### src/design/vt_cfg.svh
`ifndef VT_CFG_SVH
`define VT_CFG_SVH

// ----------------------------------------------------------------------
// pattern set
// ----------------------------------------------------------------------
`define VT_PAT_NUM          11      // patterns 0 to 10
`define VT_PAT_RESET        1       // white after reset
`define VT_GRAY_STEP        25      // level step between gray patterns

// ----------------------------------------------------------------------
// serial line and buttons
// ----------------------------------------------------------------------
`define VT_UART_DIV         8       // clocks per bit
`define VT_DEBOUNCE_CYCLES  8

// ----------------------------------------------------------------------
// dac loading
// ----------------------------------------------------------------------
`define VT_DAC_CREDITS      2       // loader queue depth
`define VT_DAC_WR_CYCLES    2       // wr strobe length
`define VT_DAC_SRC_CHAN     0       // channel carrying the source level

// panel timing
`define VT_LINE_CYCLES      16
`define VT_FRAME_LINES      12

`endif

### src/design/vt_ctrl_pkg.sv
`include "vt_cfg.svh"

package vt_ctrl_pkg;

    typedef enum logic [3:0] {
        PAT_BLACK = 4'd0,
        PAT_WHITE = 4'd1
    } pattern_e;                    // 2 to 10 are gray patterns

    typedef enum logic [7:0] {
        OP_SET_PAT = 8'h50,         // 'P', argument byte follows
        OP_NEXT    = 8'h4E,         // 'N'
        OP_PREV    = 8'h52          // 'R'
    } cmd_op_e;

    typedef struct packed {
        logic [1:0] chip;
        logic [1:0] chan;
        logic [7:0] code;
    } dac_req_t;

    typedef struct packed {
        logic       wr;
        logic [1:0] a;
        logic [7:0] din;
    } dac_port_t;                   // pins of one dac chip

    // gray level of a pattern
    function automatic logic [7:0] gray_level(pattern_e p);
        case (p)
            PAT_BLACK: return 8'd0;
            PAT_WHITE: return 8'd255;
            default:   return 8'((p - 4'd1) * `VT_GRAY_STEP);
        endcase
    endfunction

endpackage

### src/design/vt_panel_pkg.sv
package vt_panel_pkg;

    typedef struct packed {
        logic       stv;
        logic [3:0] ckv_l;
        logic [3:0] ckv_r;
        logic [2:0] ckh;
        logic       u2d;
        logic       d2u;
        logic       grst;
    } gate_sig_t;

    typedef logic [1:0] mux_code_t; // {right, left} switch select

    typedef struct packed {
        mux_code_t stv;
        mux_code_t ckv1;
        mux_code_t ckv2;
        mux_code_t ckv3;
        mux_code_t ckv4;
        mux_code_t ckh1;
        mux_code_t ckh2;
        mux_code_t ckh3;
        mux_code_t dir;             // u2d low, d2u high
        mux_code_t grst;
        mux_code_t gas;             // all gates on
    } panel_mux_t;

endpackage

### src/design/uart_rx.sv
`timescale 1ns/1ps
`include "vt_cfg.svh"

module uart_rx (
    input  logic       clk_sys,
    input  logic       arst_n,
    input  logic       rxd,
    output logic [7:0] rx_byte,
    output logic       rx_valid
);

    typedef enum logic [1:0] {
        RX_IDLE,
        RX_START,
        RX_DATA,
        RX_STOP
    } rx_state_e;

    rx_state_e  state;
    logic [1:0] rxd_sync;
    logic [7:0] div_cnt;
    logic [2:0] bit_cnt;
    logic [7:0] shift;
    logic       bit_tick;

    assign bit_tick = (div_cnt == 8'(`VT_UART_DIV - 1));
    assign rx_byte  = shift;

    always_ff @(posedge clk_sys or negedge arst_n) begin
        if (!arst_n) begin
            rxd_sync <= 2'b11;              // line idles high
        end else begin
            rxd_sync <= {rxd_sync[0], rxd};
        end
    end

    // ----------------------------------------------------------------------
    // frame fsm, samples at bit centre
    // ----------------------------------------------------------------------
    always_ff @(posedge clk_sys or negedge arst_n) begin
        if (!arst_n) begin
            state    <= RX_IDLE;
            div_cnt  <= '0;
            bit_cnt  <= '0;
            rx_valid <= 1'b0;
        end else begin
            rx_valid <= 1'b0;
            div_cnt  <= div_cnt + 8'd1;
            case (state)
                RX_IDLE: begin
                    div_cnt <= '0;
                    if (!rxd_sync[1])
                        state <= RX_START;
                end
                RX_START: begin
                    if (div_cnt == 8'(`VT_UART_DIV / 2 - 1)) begin
                        div_cnt <= '0;
                        bit_cnt <= '0;
                        state   <= rxd_sync[1] ? RX_IDLE : RX_DATA;  // glitch rejected
                    end
                end
                RX_DATA: begin
                    if (bit_tick) begin
                        div_cnt <= '0;
                        bit_cnt <= bit_cnt + 3'd1;
                        if (bit_cnt == 3'd7)
                            state <= RX_STOP;
                    end
                end
                default: begin
                    if (bit_tick) begin
                        state    <= RX_IDLE;
                        rx_valid <= rxd_sync[1];    // framing error drops byte
                    end
                end
            endcase
        end
    end

    always_ff @(posedge clk_sys) begin
        if (state == RX_DATA && bit_tick)
            shift <= {rxd_sync[1], shift[7:1]};    // lsb first
    end

    a_rx_valid_pulse: assert property (@(posedge clk_sys) disable iff (!arst_n)
        rx_valid |=> !rx_valid);

endmodule

### src/design/pattern_ctrl.sv
`timescale 1ns/1ps
`include "vt_cfg.svh"

module pattern_ctrl (
    input  logic                  clk_sys,
    input  logic                  arst_n,
    input  logic                  sw_next,
    input  logic                  sw_prev,
    input  logic [7:0]            rx_byte,
    input  logic                  rx_valid,
    output vt_ctrl_pkg::pattern_e pattern,
    output vt_ctrl_pkg::dac_req_t dac_req,
    output logic                  dac_req_valid,
    input  logic                  dac_credit
);

    import vt_ctrl_pkg::*;

    localparam int CRED_W = $clog2(`VT_DAC_CREDITS + 1);

    typedef enum logic {
        PS_OP,
        PS_ARG
    } parse_state_e;

    parse_state_e      ps;
    logic [1:0]        btn_meta;
    logic [1:0]        btn_sync;
    logic [1:0]        btn_db;          // [0] next, [1] prev
    logic [1:0]        press;
    logic [7:0]        db_cnt [2];
    pattern_e          pat_nxt;
    logic              pat_chg;
    logic              pending;
    logic              busy;
    logic              start;
    logic              issue;
    logic [1:0]        chip_idx;
    logic [7:0]        level;
    logic [CRED_W-1:0] cred;

    function automatic pattern_e step(pattern_e p, logic up);
        if (up)
            return (p == pattern_e'(`VT_PAT_NUM - 1)) ? PAT_BLACK : pattern_e'(p + 4'd1);
        return (p == PAT_BLACK) ? pattern_e'(`VT_PAT_NUM - 1) : pattern_e'(p - 4'd1);
    endfunction

    // ----------------------------------------------------------------------
    // button debounce
    // ----------------------------------------------------------------------
    always_ff @(posedge clk_sys or negedge arst_n) begin
        if (!arst_n) begin
            btn_meta <= '0;
            btn_sync <= '0;
            btn_db   <= '0;
            press    <= '0;
            for (int i = 0; i < 2; i++) begin
                db_cnt[i] <= '0;
            end
        end else begin
            btn_meta <= {sw_prev, sw_next};
            btn_sync <= btn_meta;
            press    <= '0;
            for (int i = 0; i < 2; i++) begin
                if (btn_sync[i] == btn_db[i]) begin
                    db_cnt[i] <= '0;
                end else if (db_cnt[i] == 8'(`VT_DEBOUNCE_CYCLES - 1)) begin
                    db_cnt[i] <= '0;
                    btn_db[i] <= btn_sync[i];
                    press[i]  <= btn_sync[i];       // press edge only
                end else begin
                    db_cnt[i] <= db_cnt[i] + 8'd1;
                end
            end
        end
    end

    // ----------------------------------------------------------------------
    // command parser and pattern register
    // ----------------------------------------------------------------------
    always_comb begin
        pat_nxt = pattern;
        if (rx_valid && ps == PS_OP && rx_byte == OP_NEXT)
            pat_nxt = step(pattern, 1'b1);
        else if (rx_valid && ps == PS_OP && rx_byte == OP_PREV)
            pat_nxt = step(pattern, 1'b0);
        else if (rx_valid && ps == PS_ARG && rx_byte < 8'(`VT_PAT_NUM))
            pat_nxt = pattern_e'(rx_byte[3:0]);
        else if (press[0])
            pat_nxt = step(pattern, 1'b1);
        else if (press[1])
            pat_nxt = step(pattern, 1'b0);
    end

    assign pat_chg = (pat_nxt != pattern);

    always_ff @(posedge clk_sys or negedge arst_n) begin
        if (!arst_n) begin
            ps      <= PS_OP;
            pattern <= pattern_e'(`VT_PAT_RESET);
        end else begin
            pattern <= pat_nxt;
            if (rx_valid)
                ps <= (ps == PS_OP && rx_byte == OP_SET_PAT) ? PS_ARG : PS_OP;
        end
    end

    // ----------------------------------------------------------------------
    // group sequencer, one request per credit
    // ----------------------------------------------------------------------
    assign start = !busy && pending;
    assign issue = busy && (cred != '0);

    always_ff @(posedge clk_sys or negedge arst_n) begin
        if (!arst_n) begin
            pending       <= 1'b1;          // group after reset release
            busy          <= 1'b0;
            chip_idx      <= '0;
            cred          <= CRED_W'(`VT_DAC_CREDITS);
            dac_req_valid <= 1'b0;
        end else begin
            dac_req_valid <= issue;
            pending       <= pat_chg || (pending && busy);
            if (start) begin
                busy     <= 1'b1;
                chip_idx <= '0;
            end else if (issue) begin
                busy     <= (chip_idx != 2'd3);
                chip_idx <= chip_idx + 2'd1;
            end
            if (issue && !dac_credit)
                cred <= cred - CRED_W'(1);
            else if (!issue && dac_credit)
                cred <= cred + CRED_W'(1);
        end
    end

    always_ff @(posedge clk_sys) begin
        if (start)
            level <= gray_level(pattern);   // newest pattern wins
        if (issue)
            dac_req <= '{chip: chip_idx, chan: 2'(`VT_DAC_SRC_CHAN), code: level};
    end

    a_credit_bound: assert property (@(posedge clk_sys) disable iff (!arst_n)
        cred <= CRED_W'(`VT_DAC_CREDITS));

    a_no_req_at_zero: assert property (@(posedge clk_sys) disable iff (!arst_n)
        dac_req_valid |-> $past(cred) != '0);

endmodule

### src/design/dac_loader.sv
`timescale 1ns/1ps
`include "vt_cfg.svh"

module dac_loader (
    input  logic                         clk_sys,
    input  logic                         arst_n,
    input  vt_ctrl_pkg::dac_req_t        dac_req,
    input  logic                         dac_req_valid,
    output logic                         dac_credit,
    output vt_ctrl_pkg::dac_port_t [3:0] dac
);

    import vt_ctrl_pkg::*;

    localparam int DEPTH = `VT_DAC_CREDITS;
    localparam int AW    = (DEPTH > 1) ? $clog2(DEPTH) : 1;

    typedef enum logic [1:0] {
        WS_IDLE,
        WS_STROBE,
        WS_HOLD
    } wr_state_e;

    wr_state_e     state;
    dac_req_t      fifo_mem [DEPTH];
    dac_req_t      cur;                 // write in progress
    logic [AW-1:0] wr_ptr;
    logic [AW-1:0] rd_ptr;
    logic [AW:0]   fill;
    logic [7:0]    wr_cyc;
    logic          pop;

    function automatic logic [AW-1:0] ptr_inc(logic [AW-1:0] p);
        return (p == AW'(DEPTH - 1)) ? '0 : p + 1'b1;
    endfunction

    assign pop = (state == WS_IDLE) && (fill != '0);

    always_ff @(posedge clk_sys) begin
        if (dac_req_valid)
            fifo_mem[wr_ptr] <= dac_req;
        if (pop)
            cur <= fifo_mem[rd_ptr];
    end

    // ----------------------------------------------------------------------
    // queue pointers and write fsm
    // ----------------------------------------------------------------------
    always_ff @(posedge clk_sys or negedge arst_n) begin
        if (!arst_n) begin
            state      <= WS_IDLE;
            wr_ptr     <= '0;
            rd_ptr     <= '0;
            fill       <= '0;
            wr_cyc     <= '0;
            dac_credit <= 1'b0;
        end else begin
            dac_credit <= 1'b0;
            fill       <= fill + (AW+1)'(dac_req_valid) - (AW+1)'(pop);
            if (dac_req_valid)
                wr_ptr <= ptr_inc(wr_ptr);
            if (pop)
                rd_ptr <= ptr_inc(rd_ptr);
            case (state)
                WS_IDLE: begin
                    wr_cyc <= '0;
                    if (pop)
                        state <= WS_STROBE;
                end
                WS_STROBE: begin
                    wr_cyc <= wr_cyc + 8'd1;
                    if (wr_cyc == 8'(`VT_DAC_WR_CYCLES - 1))
                        state <= WS_HOLD;
                end
                default: begin
                    state      <= WS_IDLE;
                    dac_credit <= 1'b1;     // lands in the idle cycle
                end
            endcase
        end
    end

    always_comb begin
        for (int i = 0; i < 4; i++) begin
            dac[i].wr  = (state == WS_STROBE) && (cur.chip == 2'(i));
            dac[i].a   = cur.chan;
            dac[i].din = cur.code;
        end
    end

    a_one_wr: assert property (@(posedge clk_sys) disable iff (!arst_n)
        $onehot0({dac[3].wr, dac[2].wr, dac[1].wr, dac[0].wr}));

    // the credit loop keeps the queue from overflowing
    a_no_overflow: assert property (@(posedge clk_sys) disable iff (!arst_n)
        fill <= (AW+1)'(DEPTH));

endmodule

### src/design/gate_timing_gen.sv
`timescale 1ns/1ps
`include "vt_cfg.svh"

module gate_timing_gen (
    input  logic                     clk_sys,
    input  logic                     arst_n,
    input  vt_ctrl_pkg::pattern_e    pattern,
    output vt_panel_pkg::panel_mux_t panel_mux
);

    import vt_ctrl_pkg::*;
    import vt_panel_pkg::*;

    localparam int THIRD = `VT_LINE_CYCLES / 3;

    logic [7:0] cyc_cnt;
    logic [7:0] line_cnt;
    logic       black;
    gate_sig_t  gs;

    function automatic mux_code_t enc(logic left, logic right);
        return {right, left};
    endfunction

    assign black = (pattern == PAT_BLACK);

    // ----------------------------------------------------------------------
    // line and frame counters
    // ----------------------------------------------------------------------
    always_ff @(posedge clk_sys or negedge arst_n) begin
        if (!arst_n) begin
            cyc_cnt  <= '0;
            line_cnt <= '0;
        end else if (cyc_cnt == 8'(`VT_LINE_CYCLES - 1)) begin
            cyc_cnt  <= '0;
            line_cnt <= (line_cnt == 8'(`VT_FRAME_LINES - 1)) ? 8'd0 : line_cnt + 8'd1;
        end else begin
            cyc_cnt <= cyc_cnt + 8'd1;
        end
    end

    always_comb begin
        gs.stv    = (line_cnt == 8'd0);
        gs.ckv_l  = 4'b0001 << line_cnt[1:0];   // rotates every line
        gs.ckv_r  = 4'b0001 << line_cnt[1:0];
        gs.ckh[0] = (cyc_cnt < 8'(THIRD));
        gs.ckh[1] = (cyc_cnt >= 8'(THIRD)) && (cyc_cnt < 8'(2 * THIRD));
        gs.ckh[2] = (cyc_cnt >= 8'(2 * THIRD));
        gs.u2d    = 1'b1;                        // forward scan
        gs.d2u    = 1'b0;
        gs.grst   = 1'b0;
        if (black) begin
            gs.stv   = 1'b0;
            gs.ckv_l = '1;
            gs.ckv_r = '1;
            gs.grst  = 1'b1;
        end
    end

    // ----------------------------------------------------------------------
    // registered mux codes
    // ----------------------------------------------------------------------
    always_ff @(posedge clk_sys or negedge arst_n) begin
        if (!arst_n) begin
            panel_mux <= '0;
        end else begin
            panel_mux.stv  <= enc(gs.stv, gs.stv);
            panel_mux.ckv1 <= enc(gs.ckv_l[0], gs.ckv_r[0]);
            panel_mux.ckv2 <= enc(gs.ckv_l[1], gs.ckv_r[1]);
            panel_mux.ckv3 <= enc(gs.ckv_l[2], gs.ckv_r[2]);
            panel_mux.ckv4 <= enc(gs.ckv_l[3], gs.ckv_r[3]);
            panel_mux.ckh1 <= enc(gs.ckh[0], gs.ckh[0]);
            panel_mux.ckh2 <= enc(gs.ckh[1], gs.ckh[1]);
            panel_mux.ckh3 <= enc(gs.ckh[2], gs.ckh[2]);
            panel_mux.dir  <= enc(gs.u2d, gs.d2u);
            panel_mux.grst <= enc(gs.grst, gs.grst);
            panel_mux.gas  <= enc(black, black);
        end
    end

endmodule

### src/design/vt_demo_top.sv
`timescale 1ns/1ps

module vt_demo_top (
    input  logic                         clk_sys,
    input  logic                         arst_n,
    input  logic                         sw_next,
    input  logic                         sw_prev,
    input  logic                         rxd,
    output vt_ctrl_pkg::dac_port_t [3:0] dac,
    output vt_panel_pkg::panel_mux_t     panel_mux
);

    import vt_ctrl_pkg::*;

    logic [7:0] rx_byte;
    logic       rx_valid;
    pattern_e   pattern;
    dac_req_t   dac_req;
    logic       dac_req_valid;
    logic       dac_credit;

    uart_rx uart_rx_inst (
        .clk_sys  ( clk_sys  ),
        .arst_n   ( arst_n   ),
        .rxd      ( rxd      ),
        .rx_byte  ( rx_byte  ),
        .rx_valid ( rx_valid )
    );

    pattern_ctrl pattern_ctrl_inst (
        .clk_sys       ( clk_sys       ),
        .arst_n        ( arst_n        ),
        .sw_next       ( sw_next       ),
        .sw_prev       ( sw_prev       ),
        .rx_byte       ( rx_byte       ),
        .rx_valid      ( rx_valid      ),
        .pattern       ( pattern       ),
        .dac_req       ( dac_req       ),
        .dac_req_valid ( dac_req_valid ),
        .dac_credit    ( dac_credit    )    // credit return
    );

    dac_loader dac_loader_inst (
        .clk_sys       ( clk_sys       ),
        .arst_n        ( arst_n        ),
        .dac_req       ( dac_req       ),
        .dac_req_valid ( dac_req_valid ),
        .dac_credit    ( dac_credit    ),
        .dac           ( dac           )
    );

    gate_timing_gen gate_timing_gen_inst (
        .clk_sys   ( clk_sys   ),
        .arst_n    ( arst_n    ),
        .pattern   ( pattern   ),
        .panel_mux ( panel_mux )
    );

endmodule

### config.mk
export PLATFORM = sky130hd
export DESIGN_NAME = vt_demo_top
export DESIGN_NICKNAME = d
export VERILOG_FILES = /design/src/design/vt_ctrl_pkg.sv /design/src/design/vt_panel_pkg.sv /design/src/design/uart_rx.sv /design/src/design/pattern_ctrl.sv /design/src/design/dac_loader.sv /design/src/design/gate_timing_gen.sv /design/src/design/vt_demo_top.sv
export VERILOG_INCLUDE_DIRS = /design/src /design/src/design
export SDC_FILE = /design/constraint.sdc
export NUM_CORES = 1
export LEC_CHECK = 0
export BUFFER_PORTS_ARGS = -buffer_cell sky130_fd_sc_hd__buf_2
export CORE_ASPECT_RATIO = 1.2
export CORE_MARGIN = 3
export CORE_UTILIZATION = 40
export CTS_CLUSTER_DIAMETER = 100
export CTS_CLUSTER_SIZE = 16
export DETAILED_ROUTE_END_ITERATION = 10
export RECOVER_POWER = 50
export SLEW_MARGIN = 5
export SYNTH_ARGS = -nofsm -noshare
export SYNTH_HDL_FRONTEND = slang
export SYNTH_SLANG_ARGS = --single-unit
### constraint.sdc
create_clock -name clk_sys -period 6.3 [get_ports clk_sys]
set_input_delay 1.26 -clock clk_sys [delete_from_list [all_inputs] [get_ports clk_sys]]
set_output_delay 1.26 -clock clk_sys [all_outputs]
set_load 0.1 [all_outputs]
Word level (Yosys, flattened, before mapping)
Memories as Yosys holds them, arrays and structs flattened. A register that Yosys moved wholly into a read port is not among the register bits. Index checks and enable logic that the tools add are counted.

Bits in writable memories: 20. Output and inout port bits: 66. Flip-flop bits (word level): 126. Memories: 1. Word-level logic and storage cells: 199.

Bitwise logic cells: 3. Eq/ne operators: 29. Muxes and demuxes: 58. Shift-type cells: 1. Order comparisons: 5. Reductions and logical operators: 41. Add/sub/neg operators: 17. Multiply operators: 1.

Memory list: dac_loader_inst.fifo_mem (depth 2, width 10, read ports 1, clocked after Yosys merged registers in 1, write ports 1, line dac_loader.sv:25) `dac_req_t fifo_mem [DEPTH];`.

Operator list (number): 2-to-1 mux 8 bit (8); adder 8 x 1 -> 8 bit (second input constant) (6); 2-to-1 mux 4 bit (9); multiplier 32 x 5 -> 8 bit (second input constant) (1); case mux 8 bit (2 select lines) (2); equality test 8 x 3 -> 1 bit (second input constant) (3); equality test 8 x 7 -> 1 bit (second input constant) (3); 2-to-1 mux 2 bit (12); case mux 8 bit (3 select lines) (1); 2-to-1 mux 1 bit (20); logical AND 1 bit (18); equality test 8 x 4 -> 1 bit (second input constant) (2); less-than comparator 8 x 4 -> 1 bit (second input constant) (2); nonzero test 2 bit (6); inequality test 2 x 1 -> 1 bit (second input constant) (5); 2-to-1 mux 9 bit (1); equality test 8 x 1 -> 1 bit (second input constant) (1); equality test 8 x 2 -> 1 bit (second input constant) (1); greater-or-equal comparator 8 x 3 -> 1 bit (second input constant) (1); greater-or-equal comparator 8 x 4 -> 1 bit (second input constant) (1); zero test 8 bit (1); less-than comparator 8 x 3 -> 1 bit (second input constant) (1); equality test 2 x 1 -> 1 bit (second input constant) (3); equality test 2 bit (second input constant) (3); other kinds (31) (44).

Logic depth before layout (Yosys ltp)
Depth after elaboration: 12. Depth in mapped cells: 14. Gate-level depth less buffers: 12.

Modules after synthesis
From an unflattened synthesis, not the netlist that was laid out.

Cell total of the unflattened synthesis: 667. Area total of the unflattened synthesis: 7807.5 um^2.

By module, submodules not included: pattern_ctrl (instances 1, cells an instance 280, sequential area each 1445.1 um^2, area an instance 3103.0 um^2); dac_loader (instances 1, cells an instance 171, sequential area each 1456.4 um^2, area an instance 2309.7 um^2); gate_timing_gen (instances 1, cells an instance 122, sequential area each 650.6 um^2, area an instance 1298.7 um^2); uart_rx (instances 1, cells an instance 94, sequential area each 643.1 um^2, area an instance 1096.1 um^2).

Worst setup path before layout
No wires, ideal clock.

Path type: flip-flop to output port. Start: reg dac_loader_inst.state[1]. End: out dac[21] in the netlist's numbering. Buffers on the path: 0. Setup slack: 2174 ps. Required time: 5040 ps. Data arrival time: 2866 ps. Stages on the path, launching flop included: 3. Cell sequence: dfrtp_1 -> nand2b_1 -> nor3b_1.

RTL lines: start, declared (line dac_loader.sv:24) `wr_state_e state;`; start signal, assigned (line dac_loader.sv:51) `state <= WS_IDLE;`; start signal, assigned (line dac_loader.sv:68) `state <= WS_STROBE;`; start signal, assigned (line dac_loader.sv:73) `state <= WS_HOLD;`; end, declared (line vt_demo_top.sv:9) `output vt_ctrl_pkg::dac_port_t [3:0] dac,`.

Final worst setup path
Start: reg pattern_ctrl_inst.pattern[0]. End: reg pattern_ctrl_inst.level[7], data pin.

Cells in the longest elaborated chain, start to end: 3. Elaborated cells on any way between the ends: 5. Classes of those cells: 1 x add/sub; 1 x mul; 1 x eq/ne; 1 x mux; 1 x reduce/logical.

RTL lines: start, declared (line pattern_ctrl.sv:11) `output vt_ctrl_pkg::pattern_e pattern,`; start signal, assigned (line pattern_ctrl.sv:100) `` pattern <= pattern_e'(`VT_PAT_RESET); ``; start signal, assigned (line pattern_ctrl.sv:102) `pattern <= pat_nxt;`; subtractor 4 x 1 -> 5 bit (line vt_ctrl_pkg.sv:33) `` default: return 8'((p - 4'd1) * `VT_GRAY_STEP); ``; multiplier 32 x 5 -> 8 bit (no line); case mux 8 bit (2 select lines) (*) (line vt_ctrl_pkg.sv:30) `case (p)`; end signal, assigned (line pattern_ctrl.sv:140) `level <= gray_level(pattern);`; end, declared (line pattern_ctrl.sv:39) `logic [7:0] level;`.

Mark *: on every way between the ends. The rest lies on a longest branch, timed or not. A chain may end at the register's enable or synchronous reset.

==> key figures <==
Place
  – Place WS: 2.71 ns
  – DP HPWL: 8.08 mm
  – Placed cell area: 7370 sq um
  – GP Congestion: 0.789
  – Placed cells: 843
  – Port Buf Inserts: 61

Detailed routing
  – # DRC: 0
  – DRT antenna net count: 0
  – Drt wl/cell: 13.2 microns
  – Final WL: 11.5 mm
  – Initial drt markers: 193
  – Vias per cell: 4.90
  – Vias: 4,286
  – DRT Pass-1 Iters: 4

Final layout
  – FF/Latch Area: 4020 sq um
  – Share of layout cells above drive strength 1: 17.6%
  – Syn-to-layout area delta: 10.8%
  – Fin util: 45.3%
  – Cell Count, Final, Fillers Out: 875
  – Final instance area: 8000 sq um
  – ANT cells: 0
  – Area taken by multi-input logic gates: 2660 sq um
  – Final nets: 688
  – Fillers: 1,584

Setup path
  – R2R Path End: pattern_ctrl_inst.level[7]$_DFFE_PP_
  – WP buf/inv: 1
  – Crit. Startpoint: pattern_ctrl_inst.pattern[0]$_DFF_PN1_
  – Crit Path Max Fanout: 11
  – Setup crit start kind: flip-flop
  – Critical-path cell list: inv_1 -> ha_1 -> xor2_1 -> ha_1 -> ha_1 -> fa_1 -> ha_1 -> a21oi_1 -> xnor2_1 -> xnor2_1 -> o21ai_0
  – CP delay by family, top: adder cells
  – Crit path kind: flip-flop to flip-flop
  – Slowest cell on crit path: dfstp_2
  – Reg2Reg Setup Slack: 2.71 ns
  – Worst r2r path cells: 11
  – CP required: 6.45 ns
  – Critical Path End Type: flip-flop
  – Cell mode on critical path: ha_1
  – Slowest stage delay, CP: 0.65 ns
  – Critical R2R Launch: pattern_ctrl_inst.pattern[0]$_DFF_PN1_
  – CP arrival: 3.74 ns

Synth
  – Area fraction of the dominant cell type after synthesis: 30.5%
  – Post-synth EDFFs: 56
  – Distinct cells, synth: 64
  – Synth Cell Area: 7220 sq um
  – Yosys warning total: 0
  – Count leader, synth: dfrtp_1
  – Cells after Synth: 619
  – Syn Area/Cell: 11.7 sq um
  – Post-synthesis sequential area ratio: 55.6%
  – Synth Flop Type: dfrtp_1
  – Ys async rst share: 62.4%
  – Post-synth top area cell: dfrtp_1
  – Register bit total from synthesis: 149
  – Synth cell count leaders: 88 x dfrtp_1, 56 x edfxtp_1, 54 x nor2_1
  – Area contributors post-synth: dfrtp_1 31%, edfxtp_1 23%, ha_1 6.8%, buf_4 5.5%, xnor2_1 3.3%

Clock tree
  – Root buf cell: clkbuf_16
  – Setup repair bufs after CTS: 0
  – Clock Latency Late Sink: 0.42 ns
  – CTS sink count: 149
  – Post-CTS Resized: 0
  – Cts hold-fix bufs: 0
  – CTS tree: yes
  – Clock transition at path regs: 0.06 ns
  – H-tree depth: 4
  – Clock Path Buffers: 2
  – Num CTS Buffers: 17

STA
  – Final setup vio count: 0
  – Fin. max-slew vios: 48
  – Final Hold Vio Count: 0
  – Min cycle time layout: 3.59 ns
  – Unrepaired setup endpoints after global routing: no
  – Post-route setup slack: 2.71 ns
  – FMAX: 0.279 GHz
  – Skew final: 0.00716 ns
  – Worst hold slack: 0.352 ns
  – Final period util: 57.0%
  – Setup TNS: 0 ns
  – Worst-margin pin slew: 2.53 ns
  – Max transition margin: -68.5%

Power and ir drop
  – Peak supply drop: 0.000389 V
  – Pwr Total: 3.78 mW
  – Cell Pwr Density: 472 nW/um^2
  – Leak: 3.49 nW

Floorplan
  – Die ar.: 19,700 sq um
  – Die H: 153 microns
  – Initial Util: 40.9%
  – Row count: 53
  – Die width: 129 microns
  – Num ports: 71
  – Core area: 17,600 sq um

Hold path
  – Class of the worst hold path: flip-flop to flip-flop
  – Worst Hold Launch: pattern_ctrl_inst.btn_meta[1]$_DFF_PN0_
  – WHS Path Cells: 0
  – Worst hold path endpoint: pattern_ctrl_inst.btn_sync[1]$_DFF_PN0_

Global route
  – GRT Overall Usage: 12.3%
  – Initial antenna violation count: 0
  – Grt ovf: 0
  – Largest net degree at the start of global routing: 48
  – First-pass GRT wire length: 19.6 mm
  – Vias in the first global route: 4,207

Job
  – MaxCap Viol Count: 1

Status
  – Status: complete, but fails checks
  – Violated checks: capacitance limit, slew limit
registers in the layout, summed over array words and instances (netlist names), 3 cells and up:
signal                          count
pattern_ctrl_inst.db_cnt           16
gate_timing_gen_inst.line_cnt       8
dac_loader_inst.wr_cyc              8
pattern_ctrl_inst.pattern           4
uart_rx_inst.div_cnt                8
dac_loader_inst.dac                 8
uart_rx_inst.bit_cnt                3
uart_rx_inst.rx_byte                8
pattern_ctrl_inst.level             8
gate_timing_gen_inst.panel_mux     10
gate_timing_gen_inst.cyc_cnt        8
pattern_ctrl_inst.dac_req          10
dac_loader_inst.fifo_mem           20
cell usage in the layout, fill, tap and decap left out, types with 4 or more instances in the layout:
master     synthesis  final
nor2b_1            9      9
a211oi_1           4      4
o21ai_0           26     26
nand3_1           21     21
clkbuf_16          0     18
xor2_1            22     22
ha_1              39     39
clkbuf_8           0      4
conb_1             2     10
a21oi_1           11     11
mux2_2            12     12
nand2b_1          11     11
dfrtp_1           88     88
buf_2              1     60
edfxtp_1          56     56
nor3b_1            4      4
clkinv_2           0      4
inv_1             28     28
mux2i_1            6      6
xnor2_1           27     27
a31oi_1            4      4
nand2_1           40     40
nor3_1            12     12
and3_1            12     12
nor2_1            54     54
cell families (layout without fill, tap and decap cells):
kind of cell / after synthesis / after routing / share of synthesized area, %
AND/OR/NAND/NOR: 190 / 190 / 13.4
multiplexers: 18 / 18 / 2.70
AO/OA/AOI/OAI: 75 / 75 / 6.95
other: 2 / 10 / 0.104
buffers and inverters: 95 / 123 / 7.92
XOR/XNOR: 49 / 49 / 5.95
flip-flops: 149 / 149 / 55.6
adder cells (fa/ha/maj): 41 / 41 / 7.32
worst max path at each step:
stage / endpoint / slack (ns) / depth (start not counted)
floorplan: dac[21] / 2.17 / 2
global placement: pattern_ctrl_inst.level[7]$_DFFE_PP_ / 2.77 / 12
detailed placement: pattern_ctrl_inst.level[7]$_DFFE_PP_ / 2.71 / 11
CTS: pattern_ctrl_inst.level[7]$_DFFE_PP_ / 2.70 / 12
global route: pattern_ctrl_inst.level[7]$_DFFE_PP_ / 2.44 / 12
finish: pattern_ctrl_inst.level[7]$_DFFE_PP_ / 2.71 / 11
worst register-to-register path, delay by kind of cell, from the launching register on:
kind / cells / cell delay [ns]
xor gates and xnor gates: 3 / 0.48
AOI/OAI and AO/OA: 2 / 0.25
buffers and inverters: 1 / 0.18
DFF: 1 / 0.65
adders and majority gates: 5 / 1.77
layer usage:
metal,up-vias,wire length [microns],GRT usage [%]
met2,93,5790,20.8
li1,2135,-,-
met1,2048,5020,14.4
met4,0,163,4.80
met3,10,539,4.19
met5,-,0,0
final cells by class:
class                           instances  share of cell area (%)
Multi-Input combinational cell        383                    33.2
Sequential cell                       149                    50.2
Inverter                               29                    1.36
Clock buffer                           24                    6.41
Tap cell                              220                    3.44
Clock inverter                          8                    1.49
Timing Repair Buffer                   62                    3.89
power breakdown:
| part | internal, mW | leakage, nW | switching, mW | total (mW) |
|---|---|---|---|---|
| Sequential | 1.10 | 1.69 | 0.0762 | 1.18 |
| Combinational | 0.665 | 1.49 | 0.876 | 1.54 |
| Clock | 0.687 | 0.315 | 0.371 | 1.06 |
(Power assumes the default switching activity.)
